`config.mk`:
```
export PLATFORM = sky130hd
export DESIGN_NAME = scope_acq
export DESIGN_NICKNAME = d
export VERILOG_FILES = /design/src/design/scope_pkg.sv /design/src/design/scope_acq.sv /design/src/design/scope_dec.sv /design/src/design/scope_filter.sv /design/src/design/scope_trig.sv
export VERILOG_INCLUDE_DIRS = /design/src /design/src/design
export SDC_FILE = /design/constraint.sdc
export NUM_CORES = 2
export LEC_CHECK = 0
export ABC_AREA = 1
export BUFFER_PORTS_ARGS = -buffer_cell sky130_fd_sc_hd__buf_2
export CAP_MARGIN = 20
export CORE_UTILIZATION = 40
export CTS_CLUSTER_DIAMETER = 100
export DETAILED_ROUTE_END_ITERATION = 8
export HOLD_SLACK_MARGIN = 0.12
export PLACE_DENSITY = 0.63
export SLEW_MARGIN = 20
export SYNTH_ARGS = -nofsm -noshare
export SYNTH_HDL_FRONTEND = slang
export SYNTH_SLANG_ARGS = --single-unit
```
`constraint.sdc`:
```
create_clock -name clk -period 14.1 [get_ports clk]
set_input_delay 2.115 -clock clk [delete_from_list [all_inputs] [get_ports clk]]
set_output_delay 2.115 -clock clk [all_outputs]
set_load 0.005 [all_outputs]
```
`src/design/scope_config.svh`:
```
// width settings shared by the acquisition channel of the scope front end
`ifndef SCOPE_CONFIG_SVH
`define SCOPE_CONFIG_SVH

////////////////////////////////////////
// sample stream
////////////////////////////////////////

`define SCOPE_DW      14  // adc sample width

////////////////////////////////////////
// filter coefficients
////////////////////////////////////////

`define SCOPE_AW      18  // aa coefficient width
`define SCOPE_CW      25  // bb, kk and pp coefficient width

////////////////////////////////////////
// decimation
////////////////////////////////////////

`define SCOPE_DEC_SW  3   // shift field, ratio 1..128
`define SCOPE_DEC_MAX 7   // largest log2 ratio

`endif

```
`src/design/scope_pkg.sv`:
```
// shared types for the scope acquisition channel, samples and configuration
`include "scope_config.svh"

package scope_pkg;

  ////////////////////////////////////////
  // sample
  ////////////////////////////////////////

  typedef logic signed [`SCOPE_DW-1:0] sample_t;  // two's complement adc code

  ////////////////////////////////////////
  // configuration bundles
  ////////////////////////////////////////

  // equalization coefficients, all signed
  typedef struct packed {
    logic signed [`SCOPE_AW-1:0] aa;  // iir 1 pole
    logic signed [`SCOPE_CW-1:0] bb;  // fir tap
    logic signed [`SCOPE_CW-1:0] kk;  // output gain
    logic signed [`SCOPE_CW-1:0] pp;  // iir 2 pole
  } filt_cfg_t;

  typedef struct packed {
    logic [`SCOPE_DEC_SW-1:0] shift;  // log2 of averaging ratio
  } dec_cfg_t;

  typedef struct packed {
    logic    en;        // trigger enable
    logic    edge_sel;  // 0 rising, 1 falling
    sample_t level;     // crossing level
    sample_t hyst;      // arming distance from level
  } trig_cfg_t;

  ////////////////////////////////////////
  // decimated stream
  ////////////////////////////////////////

  typedef struct packed {
    sample_t dat;  // held between strobes
    logic    vld;  // one cycle per averaged sample
  } smp_t;

endpackage

```
`src/design/scope_acq.sv`:
```
// one scope acquisition channel with equalization, decimation and edge trigger
module scope_acq (
  // system
  input  logic                 clk,
  input  logic                 rstn,
  // adc stream, one sample per clock
  input  scope_pkg::sample_t   adc_dat,
  // static configuration
  input  scope_pkg::filt_cfg_t filt_cfg,
  input  scope_pkg::dec_cfg_t  dec_cfg,
  input  scope_pkg::trig_cfg_t trig_cfg,
  // decimated stream and trigger
  output scope_pkg::smp_t      smp,
  output logic                 trig
);
  import scope_pkg::*;

  ////////////////////////////////////////
  // internal stream
  ////////////////////////////////////////

  sample_t flt_dat;  // equalized, every clock

  ////////////////////////////////////////
  // equalization
  ////////////////////////////////////////

  // nine clocks from adc_dat
  scope_filter u_filter (
    .clk     (clk),
    .rstn    (rstn),
    .adc_dat (adc_dat),
    .cfg     (filt_cfg),
    .flt_dat (flt_dat)
  );

  ////////////////////////////////////////
  // decimation
  ////////////////////////////////////////

  // averages 2^shift samples, strobe per block
  scope_dec u_dec (
    .clk     (clk),
    .rstn    (rstn),
    .flt_dat (flt_dat),
    .cfg     (dec_cfg),
    .dec_smp (smp)
  );

  ////////////////////////////////////////
  // trigger
  ////////////////////////////////////////

  // watches the averaged stream seen at the output
  scope_trig u_trig (
    .clk  (clk),
    .rstn (rstn),
    .smp  (smp),
    .cfg  (trig_cfg),
    .trig (trig)
  );

endmodule

```
`src/design/scope_dec.sv`:
```
// block averaging decimator with power of two ratio and sample strobe
`include "scope_config.svh"

module scope_dec (
  input  logic                clk,
  input  logic                rstn,
  input  scope_pkg::sample_t  flt_dat,
  input  scope_pkg::dec_cfg_t cfg,
  output scope_pkg::smp_t     dec_smp
);
  import scope_pkg::*;

  localparam int CNT_W = `SCOPE_DEC_MAX;             // counts up to 127
  localparam int ACC_W = `SCOPE_DW + `SCOPE_DEC_MAX;  // room for 128 samples

  ////////////////////////////////////////
  // block counter
  ////////////////////////////////////////

  logic [CNT_W-1:0] cnt;      // position inside block
  logic [CNT_W-1:0] cnt_end;  // 2^shift - 1
  logic             blk_end;

  // wraps to all ones for the largest shift
  assign cnt_end = (CNT_W'(1) << cfg.shift) - CNT_W'(1);
  assign blk_end = (cnt == cnt_end);

  ////////////////////////////////////////
  // accumulator
  ////////////////////////////////////////

  logic signed [ACC_W-1:0] acc;  // sum of earlier samples in block
  logic signed [ACC_W-1:0] sum;  // including current sample
  logic signed [ACC_W-1:0] avg;

  assign sum = acc + flt_dat;
  assign avg = sum >>> cfg.shift;  // floor average

  always_ff @(posedge clk) begin
    if (!rstn) begin
      cnt     <= '0;
      acc     <= '0;
      dec_smp <= '0;
    end else begin
      dec_smp.vld <= blk_end;
      if (blk_end) begin
        cnt         <= '0;
        acc         <= '0;  // next block starts clean
        dec_smp.dat <= sample_t'(avg);
      end else begin
        cnt <= cnt + 1'b1;
        acc <= sum;
      end
    end
  end

  // ratio known and held static out of reset
  a_shift_static: assert property (@(posedge clk) disable iff (!rstn)
    !$isunknown(cfg.shift) && $stable(cfg.shift))
    else $error("decimation shift %0d unknown or changed while running", cfg.shift);

endmodule

```
`src/design/scope_filter.sv`:
```
// equalization filter that corrects the analog input chain of one scope channel
module scope_filter (
  input  logic                 clk,
  input  logic                 rstn,
  input  scope_pkg::sample_t   adc_dat,
  input  scope_pkg::filt_cfg_t cfg,
  output scope_pkg::sample_t   flt_dat
);
  import scope_pkg::*;

  // clip limits of the output code
  localparam sample_t SAT_MAX = {1'b0, {($bits(sample_t)-1){1'b1}}};
  localparam sample_t SAT_MIN = {1'b1, {($bits(sample_t)-1){1'b0}}};

  ////////////////////////////////////////
  // fir
  ////////////////////////////////////////

  logic signed [38:0] bb_mult;  // 14 x 25
  logic signed [32:0] r2_sum;
  logic signed [31:0] r01_reg;  // input scaled by 2^18
  logic signed [27:0] r02_reg;  // scaled product
  logic signed [32:0] r1_reg;
  logic signed [22:0] r2_reg;

  assign bb_mult = adc_dat * cfg.bb;
  assign r2_sum  = r01_reg + r1_reg;  // current x*2^18 plus delayed difference

  always_ff @(posedge clk) begin
    if (!rstn) begin
      r01_reg <= '0;
      r02_reg <= '0;
      r1_reg  <= '0;
      r2_reg  <= '0;
    end else begin
      r01_reg <= {adc_dat, 18'h0};
      r02_reg <= bb_mult[37:10];
      r1_reg  <= r02_reg - r01_reg;  // x*bb - x*2^18, one sample late
      r2_reg  <= r2_sum[32:10];
    end
  end

  ////////////////////////////////////////
  // iir 1
  ////////////////////////////////////////

  logic signed [40:0] aa_mult;  // 23 x 18
  logic signed [48:0] r3_sum;
  logic signed [22:0] r3_reg;

  assign aa_mult = r3_reg * cfg.aa;
  // y = x + y - y*aa, at 2^25 scale
  assign r3_sum  = $signed({r2_reg, 25'h0}) + $signed({r3_reg, 25'h0}) - aa_mult;

  always_ff @(posedge clk) begin
    if (!rstn) begin
      r3_reg <= '0;
    end else begin
      r3_reg <= r3_sum[47:25];
    end
  end

  ////////////////////////////////////////
  // iir 2
  ////////////////////////////////////////

  logic signed [39:0] pp_mult;  // 15 x 25
  logic signed [14:0] r3_shr;   // upper 15 bits of iir 1
  logic signed [14:0] r4_sum;
  logic signed [14:0] r4_reg;

  assign pp_mult = r4_reg * cfg.pp;
  assign r4_sum  = r3_shr + $signed(pp_mult[30:16]);  // wraps at 15 bits

  always_ff @(posedge clk) begin
    if (!rstn) begin
      r3_shr <= '0;
      r4_reg <= '0;
    end else begin
      r3_shr <= r3_reg[22:8];
      r4_reg <= r4_sum;
    end
  end

  ////////////////////////////////////////
  // gain and saturation
  ////////////////////////////////////////

  logic signed [39:0] kk_mult;  // 15 x 25
  logic signed [14:0] kk_top;   // product at 2^-24, one guard bit
  logic signed [14:0] r4_reg_r;
  logic signed [14:0] r4_reg_rr;
  sample_t            r5_reg;

  assign kk_mult = r4_reg_rr * cfg.kk;
  assign kk_top  = kk_mult[38:24];

  always_ff @(posedge clk) begin
    if (!rstn) begin
      r4_reg_r  <= '0;
      r4_reg_rr <= '0;
      r5_reg    <= '0;
    end else begin
      r4_reg_r  <= r4_reg;  // two delays to line up with the multiplier
      r4_reg_rr <= r4_reg_r;
      if (kk_top > SAT_MAX) begin
        r5_reg <= SAT_MAX;  // clip high
      end else if (kk_top < SAT_MIN) begin
        r5_reg <= SAT_MIN;  // clip low
      end else begin
        r5_reg <= kk_mult[37:24];
      end
    end
  end

  assign flt_dat = r5_reg;  // nine registers after adc_dat

  // output known on every clock out of reset
  a_flt_known: assert property (@(posedge clk) disable iff (!rstn) !$isunknown(flt_dat))
    else $error("flt_dat unknown");

endmodule

```
`src/design/scope_trig.sv`:
```
// edge trigger with hysteresis arming on the decimated sample stream
module scope_trig (
  input  logic                 clk,
  input  logic                 rstn,
  input  scope_pkg::smp_t      smp,
  input  scope_pkg::trig_cfg_t cfg,
  output logic                 trig
);
  import scope_pkg::*;

  ////////////////////////////////////////
  // thresholds
  ////////////////////////////////////////

  // one extra bit so level +- hyst cannot wrap
  logic signed [$bits(sample_t):0] arm_lo;
  logic signed [$bits(sample_t):0] arm_hi;
  logic                            arm_ok;   // far enough on the arming side
  logic                            fire_ok;  // level reached
  logic                            armed;

  assign arm_lo = cfg.level - cfg.hyst;
  assign arm_hi = cfg.level + cfg.hyst;

  always_comb begin
    if (cfg.edge_sel) begin
      arm_ok  = (smp.dat >= arm_hi);     // falling, arm above
      fire_ok = (smp.dat <= cfg.level);
    end else begin
      arm_ok  = (smp.dat <= arm_lo);     // rising, arm below
      fire_ok = (smp.dat >= cfg.level);
    end
  end

  ////////////////////////////////////////
  // arm and fire
  ////////////////////////////////////////

  always_ff @(posedge clk) begin
    if (!rstn) begin
      armed <= 1'b0;
      trig  <= 1'b0;
    end else begin
      trig <= 1'b0;  // pulse only
      if (!cfg.en) begin
        armed <= 1'b0;
      end else if (smp.vld) begin
        if (armed && fire_ok) begin
          trig  <= 1'b1;  // one clock after the firing strobe
          armed <= 1'b0;
        end else if (arm_ok) begin
          armed <= 1'b1;
        end
      end
    end
  end

  // firing disarms, so no back to back pulses
  a_trig_pulse: assert property (@(posedge clk) disable iff (!rstn) trig |=> !trig)
    else $error("trig high for two cycles");

endmodule

```
==> results.py <==
metrics = {
    "worst_setup_path": {
        "r2r_slack_ns": 6.17,
        "path_class": "in2reg",
        "cp-start-kind": "primary input",
        "slowest_stage": "fa_1",
        "critPathMaxFanout": 23,
        "crit_buf_inv": 8,
        "crit_path_end": "u_filter.r3_reg[22]",
        "crit_start": "filt_cfg[76]",
        "crit_family": "adder cells",
        "cp.required_ns": 14.55,
        "reg2regPathDepth": 23,
        "crit_top_cell": "fa_1",
        "reg2reg_from": "u_filter.r3_reg[22]",
        "worst-path-stages": 24,
        "worstPathArrival_ns": 9.32,
        "worstSetupEndpointType": "register",
        "cp_slowest_stage_delay_ns": 0.87,
        "rr_endpoint": "u_filter.r3_reg[22]",
        "crit_path_cell_trace": "buf_2, nand2_1, fa_1, fa_1, clkinv_1, fa_1, inv_1, fa_1, inv_1, fa_1, inv_1, fa_1, inv_1, fa_1, inv_1, ha_1, a21oi_1, inv_1, a31oi_1, o21ai_0, o21ai_0, nand3_1, xor2_1, nor2_1",
    },
    "synth": {
        "synth_cells": 8721,
        "yosysWarnings": 0,
        "synth_area_leaders": "fa_1 43%, inv_1 13%, nand2_1 13%, ha_1 10%, dfxtp_1 6.6%",
        "synth_top_family_by_area": "adder cells",
        "netlist_area_sq_mm": 0.06695,
        "yosys_most_used_dff": "dfxtp_1",
        "synthMuxAreaShare_pct": 0,
        "avgSynthCellArea_sq_um": 7.677,
        "async_reset_ff_share_pct": 0,
        "syn-num-nets": 10840,
        "synth_top_area_cell": "fa_1",
        "synth_top_area_share_pct": 43.03,
        "yosysSeqAreaShare_pct": 6.578,
        "synth_compound_area_share_pct": 5.857,
        "synth_xor_area_share_pct": 1.295,
        "synth.distinct_cells": 57,
        "yosys.area_share.simple_pct": 17.87,
        "synthAdderAreaFrac_pct": 53.06,
        "ys_ff_latch": 220,
        "synth-edff-count": 0,
    },
    "cts": {
        "cts_tree": "built",
        "cts_repair_resize_count": 0,
        "postCtsHoldBufs": 0,
        "cts_made_buffers": 26,
        "cts.htree.levels": 1,
        "cts_setup_buffers": 0,
        "cts_root_buffer": "clkbuf_16",
        "clk_path_buf_depth": 3,
        "clk_latency_ns": 0.58,
        "clk_pin_slew_ns": 0.07,
        "cts_sinks": 220,
    },
    "floorplanning": {
        "die_w_um": 411.1,
        "start_util_pct": 40.44,
        "fp-row-count": 149,
        "core-area_sq_mm": 0.1655,
        "pin_count": 158,
        "die_h_um": 411.1,
        "die-area_sq_mm": 0.1690,
    },
    "timing": {
        "fmax_mhz": 112.8,
        "tightest_slew_ns": 1.086,
        "fin_crit_sh_pct": 62.90,
        "fin_setup_tns_ns": 0,
        "rsz0062_at_grt": "false",
        "setup_viol": 0,
        "finClkSkew_ns": 0.01328,
        "min_period_ns": 8.869,
        "slew_viol_final": 0,
        "hold_viol": 0,
        "slew_headroom_pct": 27.19,
    },
    "drt": {
        "drc": 0,
        "drt_iter0_drc": 3064,
        "wire_per_inst_um": 16.60,
        "drt-total-wl_mm": 180.0,
        "via_per_inst": 4.913,
        "final_antenna_net_count": 0,
        "vias": 53300,
        "firstDrtPassIters": 6,
    },
    "global_route": {
        "antenna_found_initial": 13,
        "grt_pass1_wl_mm": 297.5,
        "grtUsageTotal_pct": 21.80,
        "first_global_vias": 56350,
        "grt_max_degree": 82,
        "overflow": 0,
    },
    "run_status": {
        "status": "completed",
    },
    "place": {
        "place.port_buffers": 157,
        "gp_congestion": 0.9548,
        "numPlacedInstances": 10800,
        "hpwlAfterDp_mm": 148.5,
    },
    "finish": {
        "area_growth_pct": 5.464,
        "nets": 10750,
        "layoutNonFillerInstCount": 10850,
        "layout-drive-gt1-share_pct": 3.871,
    },
    "hold_path": {
        "hold_path_class": "reg2reg",
        "hold_start": "u_filter.r4_reg_r[6]",
    },
    "flow_run": {
        "maxCapViolations": 0,
    },
}
==> worst min-delay path by stage <==
| stage | slack (ns) | endpoint | cells past startpoint |
|---|---|---|---|
| finish | 0.41 | u_filter.r4_reg_rr[6] | 2 |
| global route | 0.43 | u_filter.r4_reg_rr[6] | 2 |
| CTS | 0.41 | u_filter.r4_reg_rr[13] | 2 |
| detailed placement | 0.40 | u_filter.r4_reg_rr[12] | 2 |
| global placement | 0.40 | u_filter.r4_reg_rr[6] | 2 |
| floorplan | 0.39 | u_filter.r1_reg[10] | 2 |
==> cell usage after synthesis (all sizes together) (3+ instances only) <==
cell	count
inv	2398
nand2	2235
fa	1439
ha	537
nor2	403
a21oi	357
clkbuf	282
dfxtp	220
nand3	211
o21ai	186
xor2	60
or2	43
nor3	42
xnor2	39
buf	38
nand4	36
o21a	32
a21o	25
o21bai	23
a31oi	22
nor4	17
a21boi	8
nand3b	8
o211ai	8
o31ai	8
and3	4
nor3b	4
o221ai	4
a211oi	3
a221oi	3
a22oi	3
a31o	3
and2	3
o2111ai	3
==> cell families (layout without fill, tap and decap cells) <==
| family | after synthesis | in the layout |
|---|---|---|
| XOR/XNOR | 99 | 99 |
| buffers and inverters | 2720 | 2653 |
| AND/OR/NAND/NOR | 3009 | 3009 |
| AO/OA/AOI/OAI | 697 | 697 |
| adder cells (fa/ha/maj) | 1976 | 1976 |
| other | 0 | 5 |
| flip-flops | 220 | 220 |
==> cell usage in the layout (no fill, tap or decap), types with 10 or more instances in the layout <==
cell	synthesis	layout
a21oi_1	347	347
o21bai_1	23	23
nor4_1	17	17
or2_2	42	42
o21ai_0	177	177
ha_1	537	537
nor3_1	40	40
dfxtp_1	220	216
inv_1	2394	2392
a21o_1	25	25
nand3_1	210	210
a21oi_2	10	10
nor2_1	398	398
clkbuf_16	0	26
xnor2_1	39	39
a31oi_1	22	22
nand4_1	35	35
o21a_1	32	32
nand2_1	2230	2229
xor2_1	60	60
fa_1	1439	1439
buf_2	18	156
buf_4	5	49
==> final cells by class <==
class / instances / area, sq um
Multi-Input combinational cell: 5781 / 52290
Fill cell: 16830 / 94940
Tap cell: 2189 / 2739
Timing Repair Buffer: 205 / 1149
Sequential cell: 220 / 4409
Clock inverter: 21 / 354.1
Clock buffer: 27 / 654.4
Inverter: 2400 / 9009
Antenna cell: 5 / 12.51
==> tightest hold or removal path, stage by stage (launching register included) <==
cell     delay (ns)
dfxtp_1        0.29
nand2_1        0.05
inv_1          0.03
==> layer usage <==
metal | GRT usage [%] | wire length, um | up-vias
met5 | 0 | 39 | -
met4 | 4.820 | 4158 | 6
met3 | 2.022 | 9794 | 240
met2 | 38.27 | 88530 | 1527
met1 | 28.99 | 77510 | 26440
li1 | - | - | 25090
==> per-stage QoR <==
step | hold WS, ns | utilization, % | cell area (sq um) | worst slack (ns)
after floorplan | 0.3905 | - | 66950 | 5.804
after global placement | 0.3990 | 42.03 | 69580 | 5.054
after detailed placement | 0.3973 | 42.04 | 69590 | 4.913
after CTS | 0.4089 | 42.64 | 70600 | 5.510
after global routing | 0.4265 | 42.65 | 70610 | 4.569
final | 0.4086 | 42.65 | 70610 | 5.231
Power is not shown: default switching activity piles up to over one toggle a cycle in this logic, so the estimate is an artifact.
